<file path="src/design/decodePkg.sv">
`default_nettype none

package decodePkg;

        // Datapath widths
        localparam int DataWidth    = 32;
        localparam int RegAddrWidth = 5;

        // Opcode and function fields are both 6 bits wide
        localparam int OpWidth      = 6;
        localparam int ImmWidth     = 16;

        ////////////////////
        // Instruction encodings
        ////////////////////

        typedef enum logic [OpWidth-1:0] {
                opSpecial = 6'h00,
                opJal     = 6'h03,
                opAddi    = 6'h08,
                opSlti    = 6'h0a,
                opAndi    = 6'h0c,
                opOri     = 6'h0d,
                opLb      = 6'h20,
                opLh      = 6'h21,
                opLw      = 6'h23,
                opSb      = 6'h28,
                opSh      = 6'h29,
                opSw      = 6'h2b
        } opcodeT;

        // R-type function codes
        typedef enum logic [OpWidth-1:0] {
                fnSll = 6'h00,
                fnSrl = 6'h02,
                fnJr  = 6'h08,
                fnAdd = 6'h20,
                fnSub = 6'h22,
                fnAnd = 6'h24,
                fnOr  = 6'h25,
                fnNor = 6'h27,
                fnSlt = 6'h2a
        } functT;

        ////////////////////
        // Execute-side codes
        ////////////////////

        // Zero is the bubble, so a cleared register reads as a nop
        typedef enum logic [4:0] {
                aluNop = 5'd0,
                aluAdd = 5'd1,
                aluSub = 5'd2,
                aluAnd = 5'd3,
                aluOr  = 5'd4,
                aluNor = 5'd5,
                aluSlt = 5'd6,
                aluSll = 5'd7,
                aluSrl = 5'd8
        } aluOpT;

        // Shared by MemRead and MemWrite
        typedef enum logic [1:0] {
                memNone = 2'd0,
                memWord = 2'd1,
                memHalf = 2'd2,
                memByte = 2'd3
        } memSizeT;

endpackage

`default_nettype wire

</file>
<file path="src/design/decodeIf.sv">
`timescale 1ns/1ns
`default_nettype none

// Decoder results headed for the decode-to-execute register
interface ctrlIf #(
        parameter int DataWidth = decodePkg::DataWidth
);
        logic                 RegWrite;
        logic                 AluSrc;
        logic                 RegDst;
        logic                 MemToReg;
        logic                 Jr;
        logic                 Jal;
        decodePkg::memSizeT   MemWrite;
        decodePkg::memSizeT   MemRead;
        decodePkg::aluOpT     AluControl;
        logic [DataWidth-1:0] Imm;

        modport src (output RegWrite, AluSrc, RegDst, MemToReg, Jr, Jal,
                     MemWrite, MemRead, AluControl, Imm);
        modport dst (input RegWrite, AluSrc, RegDst, MemToReg, Jr, Jal,
                     MemWrite, MemRead, AluControl, Imm);
endinterface

// Register operands plus the two candidate destinations
interface operandIf #(
        parameter int DataWidth    = decodePkg::DataWidth,
        parameter int RegAddrWidth = decodePkg::RegAddrWidth
);
        logic [DataWidth-1:0]    ReadData1;
        logic [DataWidth-1:0]    ReadData2;
        logic [RegAddrWidth-1:0] Rt;
        logic [RegAddrWidth-1:0] Rd;

        modport src (output ReadData1, ReadData2, Rt, Rd);
        modport dst (input ReadData1, ReadData2, Rt, Rd);
endinterface

`default_nettype wire

</file>
<file path="src/design/controlDecoder.sv">
`timescale 1ns/1ns
`default_nettype none

module controlDecoder #(
        parameter int DataWidth    = decodePkg::DataWidth,
        parameter int RegAddrWidth = decodePkg::RegAddrWidth
) (
        input  wire [DataWidth-1:0]     Instr,
        ctrlIf.src                      Ctrl,
        output logic [RegAddrWidth-1:0] Rs
);

        logic [decodePkg::OpWidth-1:0]  opcode;
        logic [decodePkg::OpWidth-1:0]  funct;
        logic [decodePkg::ImmWidth-1:0] imm;
        logic [DataWidth-1:0]           signExt;
        logic [DataWidth-1:0]           zeroExt;
        logic [DataWidth-1:0]           shamt;
        decodePkg::memSizeT             memSize;

        ////////////////////
        // Field split
        ////////////////////

        assign opcode = Instr[31:26];
        assign Rs     = Instr[25:21];
        assign funct  = Instr[5:0];
        assign imm    = Instr[15:0];

        assign signExt = {{(DataWidth - decodePkg::ImmWidth){imm[decodePkg::ImmWidth-1]}}, imm};
        assign zeroExt = {{(DataWidth - decodePkg::ImmWidth){1'b0}}, imm};
        assign shamt   = {{(DataWidth - 5){1'b0}}, Instr[10:6]};

        // Low opcode bits give the access size, loads and stores alike
        assign memSize = opcode[1] ? decodePkg::memWord :
                         opcode[0] ? decodePkg::memHalf : decodePkg::memByte;

        ////////////////////
        // Control set
        ////////////////////

        always_comb begin
                // Bubble unless a legal encoding matches
                Ctrl.RegWrite   = 1'b0;
                Ctrl.AluSrc     = 1'b0;
                Ctrl.RegDst     = 1'b0;
                Ctrl.MemToReg   = 1'b0;
                Ctrl.Jr         = 1'b0;
                Ctrl.Jal        = 1'b0;
                Ctrl.MemWrite   = decodePkg::memNone;
                Ctrl.MemRead    = decodePkg::memNone;
                Ctrl.AluControl = decodePkg::aluNop;
                Ctrl.Imm        = signExt;

                case (opcode)
                        decodePkg::opSpecial: begin
                                Ctrl.RegWrite = 1'b1;
                                Ctrl.RegDst   = 1'b1;
                                case (funct)
                                        decodePkg::fnAdd: Ctrl.AluControl = decodePkg::aluAdd;
                                        decodePkg::fnSub: Ctrl.AluControl = decodePkg::aluSub;
                                        decodePkg::fnAnd: Ctrl.AluControl = decodePkg::aluAnd;
                                        decodePkg::fnOr:  Ctrl.AluControl = decodePkg::aluOr;
                                        decodePkg::fnNor: Ctrl.AluControl = decodePkg::aluNor;
                                        decodePkg::fnSlt: Ctrl.AluControl = decodePkg::aluSlt;
                                        decodePkg::fnSll: begin
                                                Ctrl.AluControl = decodePkg::aluSll;
                                                Ctrl.Imm        = shamt;
                                        end
                                        decodePkg::fnSrl: begin
                                                Ctrl.AluControl = decodePkg::aluSrl;
                                                Ctrl.Imm        = shamt;
                                        end
                                        // jr writes nothing back
                                        decodePkg::fnJr: begin
                                                Ctrl.RegWrite = 1'b0;
                                                Ctrl.RegDst   = 1'b0;
                                                Ctrl.Jr       = 1'b1;
                                        end
                                        default: begin
                                                Ctrl.RegWrite = 1'b0;
                                                Ctrl.RegDst   = 1'b0;
                                        end
                                endcase
                        end
                        decodePkg::opAddi, decodePkg::opSlti: begin
                                Ctrl.RegWrite   = 1'b1;
                                Ctrl.AluSrc     = 1'b1;
                                Ctrl.AluControl = opcode[1] ? decodePkg::aluSlt
                                                            : decodePkg::aluAdd;
                        end
                        decodePkg::opAndi, decodePkg::opOri: begin
                                Ctrl.RegWrite   = 1'b1;
                                Ctrl.AluSrc     = 1'b1;
                                Ctrl.Imm        = zeroExt;
                                Ctrl.AluControl = opcode[0] ? decodePkg::aluOr
                                                            : decodePkg::aluAnd;
                        end
                        decodePkg::opLw, decodePkg::opLh, decodePkg::opLb: begin
                                Ctrl.RegWrite   = 1'b1;
                                Ctrl.AluSrc     = 1'b1;
                                Ctrl.MemToReg   = 1'b1;
                                Ctrl.MemRead    = memSize;
                                Ctrl.AluControl = decodePkg::aluAdd;
                        end
                        decodePkg::opSw, decodePkg::opSh, decodePkg::opSb: begin
                                Ctrl.AluSrc     = 1'b1;
                                Ctrl.MemWrite   = memSize;
                                Ctrl.AluControl = decodePkg::aluAdd;
                        end
                        // Link register write, target computed elsewhere
                        decodePkg::opJal: begin
                                Ctrl.RegWrite = 1'b1;
                                Ctrl.Jal      = 1'b1;
                        end
                        default: begin
                        end
                endcase
        end

endmodule

`default_nettype wire

</file>
<file path="src/design/decodeStage.sv">
`timescale 1ns/1ns
`default_nettype none

module decodeStage #(
        parameter int DataWidth    = decodePkg::DataWidth,
        parameter int RegAddrWidth = decodePkg::RegAddrWidth
) (
        input  wire                     Clk,
        input  wire                     rst,
        input  wire [DataWidth-1:0]     Instr,
        input  wire [DataWidth-1:0]     PcPlus4,
        input  wire                     Stall,
        input  wire                     WbWrite,
        input  wire [RegAddrWidth-1:0]  WbAddr,
        input  wire [DataWidth-1:0]     WbData,
        output logic                    RegWriteOut,
        output logic                    AluSrcOut,
        output logic                    RegDstOut,
        output decodePkg::memSizeT      MemWriteOut,
        output decodePkg::memSizeT      MemReadOut,
        output logic                    MemToRegOut,
        output logic                    JrOut,
        output logic                    JalOut,
        output decodePkg::aluOpT        AluControlOut,
        output logic [DataWidth-1:0]    PcPlus4Out,
        output logic [DataWidth-1:0]    ReadData1Out,
        output logic [DataWidth-1:0]    ReadData2Out,
        output logic [DataWidth-1:0]    ImmOut,
        output logic [RegAddrWidth-1:0] RtOut,
        output logic [RegAddrWidth-1:0] RdOut
);

        ctrlIf #(.DataWidth(DataWidth)) ctrl ();
        operandIf #(.DataWidth(DataWidth), .RegAddrWidth(RegAddrWidth)) ops ();

        // Source register number, decoder to register file
        logic [RegAddrWidth-1:0] rs;

        controlDecoder #(.DataWidth(DataWidth), .RegAddrWidth(RegAddrWidth)) decoder (
                .Instr (Instr),
                .Ctrl  (ctrl),
                .Rs    (rs)
        );

        registerFile #(.DataWidth(DataWidth), .RegAddrWidth(RegAddrWidth)) regFile (
                .Clk     (Clk),
                .rst     (rst),
                .Instr   (Instr),
                .Rs      (rs),
                .WbWrite (WbWrite),
                .WbAddr  (WbAddr),
                .WbData  (WbData),
                .Ops     (ops)
        );

        decodeToExecute #(.DataWidth(DataWidth), .RegAddrWidth(RegAddrWidth)) pipeReg (
                .Clk           (Clk),
                .rst           (rst),
                .Stall         (Stall),
                .Ctrl          (ctrl),
                .Ops           (ops),
                .PcPlus4       (PcPlus4),
                .RegWriteOut   (RegWriteOut),
                .AluSrcOut     (AluSrcOut),
                .RegDstOut     (RegDstOut),
                .MemWriteOut   (MemWriteOut),
                .MemReadOut    (MemReadOut),
                .MemToRegOut   (MemToRegOut),
                .JrOut         (JrOut),
                .JalOut        (JalOut),
                .AluControlOut (AluControlOut),
                .PcPlus4Out    (PcPlus4Out),
                .ReadData1Out  (ReadData1Out),
                .ReadData2Out  (ReadData2Out),
                .ImmOut        (ImmOut),
                .RtOut         (RtOut),
                .RdOut         (RdOut)
        );

endmodule

`default_nettype wire

</file>
<file path="src/design/decodeToExecute.sv">
`timescale 1ns/1ns
`default_nettype none

module decodeToExecute #(
        parameter int DataWidth    = decodePkg::DataWidth,
        parameter int RegAddrWidth = decodePkg::RegAddrWidth
) (
        input  wire                     Clk,
        input  wire                     rst,
        input  wire                     Stall,
        ctrlIf.dst                      Ctrl,
        operandIf.dst                   Ops,
        input  wire [DataWidth-1:0]     PcPlus4,
        output logic                    RegWriteOut,
        output logic                    AluSrcOut,
        output logic                    RegDstOut,
        output decodePkg::memSizeT      MemWriteOut,
        output decodePkg::memSizeT      MemReadOut,
        output logic                    MemToRegOut,
        output logic                    JrOut,
        output logic                    JalOut,
        output decodePkg::aluOpT        AluControlOut,
        output logic [DataWidth-1:0]    PcPlus4Out,
        output logic [DataWidth-1:0]    ReadData1Out,
        output logic [DataWidth-1:0]    ReadData2Out,
        output logic [DataWidth-1:0]    ImmOut,
        output logic [RegAddrWidth-1:0] RtOut,
        output logic [RegAddrWidth-1:0] RdOut
);

        ////////////////////
        // Control fields
        ////////////////////

        // Reset wins over Stall and leaves a bubble behind
        always_ff @(posedge Clk) begin
                if (rst) begin
                        RegWriteOut   <= 1'b0;
                        MemWriteOut   <= decodePkg::memNone;
                        MemReadOut    <= decodePkg::memNone;
                        MemToRegOut   <= 1'b0;
                        JrOut         <= 1'b0;
                        JalOut        <= 1'b0;
                        AluControlOut <= decodePkg::aluNop;
                end else if (!Stall) begin
                        RegWriteOut   <= Ctrl.RegWrite;
                        MemWriteOut   <= Ctrl.MemWrite;
                        MemReadOut    <= Ctrl.MemRead;
                        MemToRegOut   <= Ctrl.MemToReg;
                        JrOut         <= Ctrl.Jr;
                        JalOut        <= Ctrl.Jal;
                        AluControlOut <= Ctrl.AluControl;
                end
        end

        ////////////////////
        // Operand and mux-select fields
        ////////////////////

        // Harmless while the controls above read as a bubble
        always_ff @(posedge Clk) begin
                if (!Stall) begin
                        AluSrcOut    <= Ctrl.AluSrc;
                        RegDstOut    <= Ctrl.RegDst;
                        ImmOut       <= Ctrl.Imm;
                        PcPlus4Out   <= PcPlus4;
                        ReadData1Out <= Ops.ReadData1;
                        ReadData2Out <= Ops.ReadData2;
                        RtOut        <= Ops.Rt;
                        RdOut        <= Ops.Rd;
                end
        end

endmodule

`default_nettype wire

</file>
<file path="src/design/registerFile.sv">
`timescale 1ns/1ns
`default_nettype none

module registerFile #(
        parameter int DataWidth    = decodePkg::DataWidth,
        parameter int RegAddrWidth = decodePkg::RegAddrWidth
) (
        input  wire                    Clk,
        input  wire                    rst,
        input  wire [DataWidth-1:0]    Instr,
        input  wire [RegAddrWidth-1:0] Rs,
        input  wire                    WbWrite,
        input  wire [RegAddrWidth-1:0] WbAddr,
        input  wire [DataWidth-1:0]    WbData,
        operandIf.src                  Ops
);

        localparam int Depth = 2 ** RegAddrWidth;

        logic [DataWidth-1:0]    regs [Depth];
        logic [RegAddrWidth-1:0] rt;
        logic                    wbValid;

        assign rt = Instr[20:16];

        // Writes to register 0 are dropped
        assign wbValid = WbWrite && (WbAddr != '0);

        always_ff @(posedge Clk) begin
                if (rst) begin
                        for (int i = 0; i < Depth; i++) begin
                                regs[i] <= '0;
                        end
                end else if (wbValid) begin
                        regs[WbAddr] <= WbData;
                end
        end

        ////////////////////
        // Read ports with same-cycle bypass
        ////////////////////

        assign Ops.ReadData1 = (Rs == '0) ? '0 :
                               (wbValid && WbAddr == Rs) ? WbData : regs[Rs];

        assign Ops.ReadData2 = (rt == '0) ? '0 :
                               (wbValid && WbAddr == rt) ? WbData : regs[rt];

        // Destination candidates travel with the operands
        assign Ops.Rt = rt;
        assign Ops.Rd = Instr[15:11];

endmodule

`default_nettype wire

</file>
<file path="config.mk">
export PLATFORM = sky130hd
export DESIGN_NAME = decodeStage
export DESIGN_NICKNAME = d
export VERILOG_FILES = /design/src/design/decodePkg.sv /design/src/design/decodeIf.sv /design/src/design/controlDecoder.sv /design/src/design/decodeStage.sv /design/src/design/decodeToExecute.sv /design/src/design/registerFile.sv
export SDC_FILE = /design/constraint.sdc
export NUM_CORES = 2
export LEC_CHECK = 0
export BUFFER_PORTS_ARGS = -buffer_cell sky130_fd_sc_hd__buf_2
export CORE_MARGIN = 2
export CORE_UTILIZATION = 52
export DETAILED_ROUTE_END_ITERATION = 12
export GPL_TIMING_DRIVEN = 0
export PLACE_DENSITY = 0.67
export SETUP_SLACK_MARGIN = 0.4
export SYNTH_ARGS = -nofsm -noshare
export SYNTH_HDL_FRONTEND = slang
export SYNTH_SLANG_ARGS = --single-unit
</file>
<file path="constraint.sdc">
create_clock -name Clk -period 6.7 [get_ports Clk]
set_input_delay 1.34 -clock Clk [delete_from_list [all_inputs] [get_ports Clk]]
set_output_delay 1.34 -clock Clk [all_outputs]
set_load 0.005 [all_outputs]
</file>
==> flow_summary.ini <==
[outcome]
outcome = finished, violations left
failed_checks = capacitance limit, slew limit

[clock_network]
cts_tree = done
clockBufferDepth = 3
clock_sinks = 1161
clk_latency_ps = 770
path_clk_slew_ps = 60
cts_resized = 0
cts_inserted_buffers = 130
htree_levels = 4
cts_root_buf = clkbuf_16
postCtsSetupRepairBufs = 0
cts-hold-fix-buffers = 0

[logic_synthesis]
synthTopCellsByCount = edfxtp_1, and2_1, mux4_2
yosysWarningCount = 0
avgSynthCellArea_um2 = 15.6
synth-seq-cells = 1161
synth_top_area_share_pct = 57.9
ys_seq_area_share_pct = 58.3
yosysTopAreaCell = edfxtp_1
ys_types = 59
synthAdderAreaFrac_pct = 0
synth_most_common_cell = edfxtp_1
syn_inst = 3826
synth_edf_count = 1149
synthesis.area_um2 = 59600
muxShareOfSynthArea_pct = 22.5
synth_ff_type = edfxtp_1
synth_compound_area_share_pct = 3.78
synth_area_leaders = edfxtp_1, mux4_2, and2_1, mux2i_1, clkbuf_1
synth_xor_area_share_pct = 0.191
synth_simple_gate_area_share_pct = 12.1
async_flop_share_pct = 0
synth_top_family_by_area = multiplexers

[job]
max_cap_violations = 4

[global_route]
grt_pass1_wl_um = 289000
grt_overflow = 0
grtUsageTotal_pct = 36.1
grt_max_degree = 72
grt_antenna_before_repair = 30
grt_pass1_vias = 38000

[timing]
fmax_mhz = 196
whs_ps = 466
final_hold_viol_count = 0
tightest_slew_ps = 1650
slew_violations = 43
setup_viol = 0
layout_min_cycle_time_ps = 5100
finClkSkew_ps = 30.0
rsz0062_at_grt = no
slew_headroom_pct = -10.0
finalSetupTns_ps = 0
post-route-period-util_pct = 76.1
setup_slack_ps = 1600

[routing]
ant_nets = 0
drtIter0Drc = 5407
wirelength_um = 211000
vias = 39000
drt_pass1_iterations = 5
post-route-drc-count = 0
viasPerCell = 6.65
wire_per_inst_um = 36.1

[floorplan]
die_area_um2 = 117000
io_pins = 258
initial_core_util_pct = 52.3
dieWidth_um = 343
fp.dieH_um = 343
rows = 124
coreArea_um2 = 114000

[placement]
dpl.hpwl_um = 151000
gp_congestion = 0.983
port_buffers = 241
pre_cts_slack_ps = 1210

[setup_path]
setup.worst_path.class = primary input to flip-flop
cp_num_buf_inv = 4
start_kind = primary input
cp_common_cell = buf_2
cp.arrival_ps = 5620
cp.required_ps = 7220
cp_cell_sequence = buf_2, buf_2, buf_1, nand2b_1, clkbuf_1, o22ai_1, o21ai_0, o2111a_1
worstSetupEndpointType = flip-flop
cpLargestDelayFamily = buffers and inverters
critPathMaxFanout = 10
slowest_stage = clkbuf_1
slowest_delay_ps = 880

[worst_hold_path]
min_path_type = flip-flop to flip-flop

[power]
power_density_nw_per_um2 = 269
vdd_drop_max_v = 0.000297
p_leak_nw = 23.2

[cells_and_area]
nets = 4338
area_delta_synth_final_pct = 12.6
drive_gt1_share_pct = 26.2
state kept, by name, summed over array words and instances (netlist names):
signal / flops
pipeReg.AluControlOut: 4
pipeReg.AluSrcOut: 1
pipeReg.ImmOut: 17
pipeReg.JalOut: 1
pipeReg.JrOut: 1
pipeReg.MemReadOut: 2
pipeReg.MemToRegOut: 1
pipeReg.MemWriteOut: 2
pipeReg.PcPlus4Out: 32
pipeReg.RdOut: 5
pipeReg.ReadData1Out: 32
pipeReg.ReadData2Out: 32
pipeReg.RegDstOut: 1
pipeReg.RegWriteOut: 1
pipeReg.RtOut: 5
regFile.regs: 1024
placed cells by master (no fill, tap or decap), types with 4 or more instances in the layout:
cell and count:
clkinv_8 4, nand3b_1 7, xnor2_1 10, clkinv_2 27, diode_2 8, o22a_1 22
o21ai_0 48, or4_1 5, dfxtp_1 12, o221ai_1 54, inv_1 7, mux2_2 42
mux2i_1 142, or2_2 33, a21oi_1 41, mux4_2 511, a21o_1 7, nand2_1 57
buf_2 318, o22ai_1 84, and2_1 961, clkinv_1 18, clkbuf_2 10, or3_1 4
buf_4 20, clkbuf_16 135, buf_1 19, or3b_2 4, conb_1 33, nor3_1 39
bufinv_16 10, inv_6 7, nor2b_1 10, clkbuf_1 331, edfxtp_1 1149, nor2_1 62
nand2b_1 8, o2111a_1 32
cell families (layout without fill, tap and decap cells):
| group | after synthesis | after routing |
|---|---|---|
| xor gates and xnor gates | 13 | 13 |
| and+or+nand+nor | 1205 | 1205 |
| AOI/OAI and AO/OA | 311 | 311 |
| DFF | 1161 | 1161 |
| buffers and inverters | 440 | 919 |
| muxes | 695 | 695 |
| other | 1 | 41 |
cell type report:
class                   instances  area [um2]
fillers                      8884       46900
flip-flops and latches       1161       34700
multi-input cells            2257       23100
clock buffers                 165        3520
well taps                    1512        1890
plain buffers                 432        1820
repair buffers                243        1250
clock inverters                71         681
inverters                       8        35.0
diodes                          8        20.0
power by group:
part / switching (mW) / internal (mW)
logic: 1.35 / 0.859
registers: 0.194 / 8.44
clock network: 3.09 / 4.13
per-stage QoR:
stage	power, mW	utilization (%)	cell area [um2]	std cells
detailed placement	10.9	55.1	62900	5613
global route	18.4	58.8	67100	5854
finish	18.1	58.8	67100	5857
CTS	17.9	58.8	67100	5849
global placement	10.9	55.1	62800	5611
floorplan	9.95	-	59700	3858
path summary, 6_finish.rpt:
path / startpoint / end / slack, ps / cells past startpoint
hold / removal: pipeReg.RegWriteOut / pipeReg.RegWriteOut / 470 / 2
setup reg to reg: regFile.regs[28][27] / pipeReg.ReadData2Out[27] / 4330 / 5
setup / recovery: Instr[22] / pipeReg.ReadData1Out[29] / 1600 / 8
hold reg to reg: pipeReg.RegWriteOut / pipeReg.RegWriteOut / 470 / 2
worst reg2reg max path, stage by stage, from the launching register on:
cell      delay [ps]
edfxtp_1         390
mux4_2           490
mux2i_1          330
mux2i_1          230
o221ai_1         400
a21oi_1          210
per-layer routing:
layer | routed length [um] | up-vias | GRT usage [%]
met5 | 107 | - | 0
met1 | 75000 | 19900 | 47.5
li1 | - | 15600 | -
met4 | 12300 | 16 | 18.9
met2 | 94000 | 2858 | 53.7
met3 | 30100 | 561 | 12.2
Note: power is estimated with default switching activity, not from simulation.
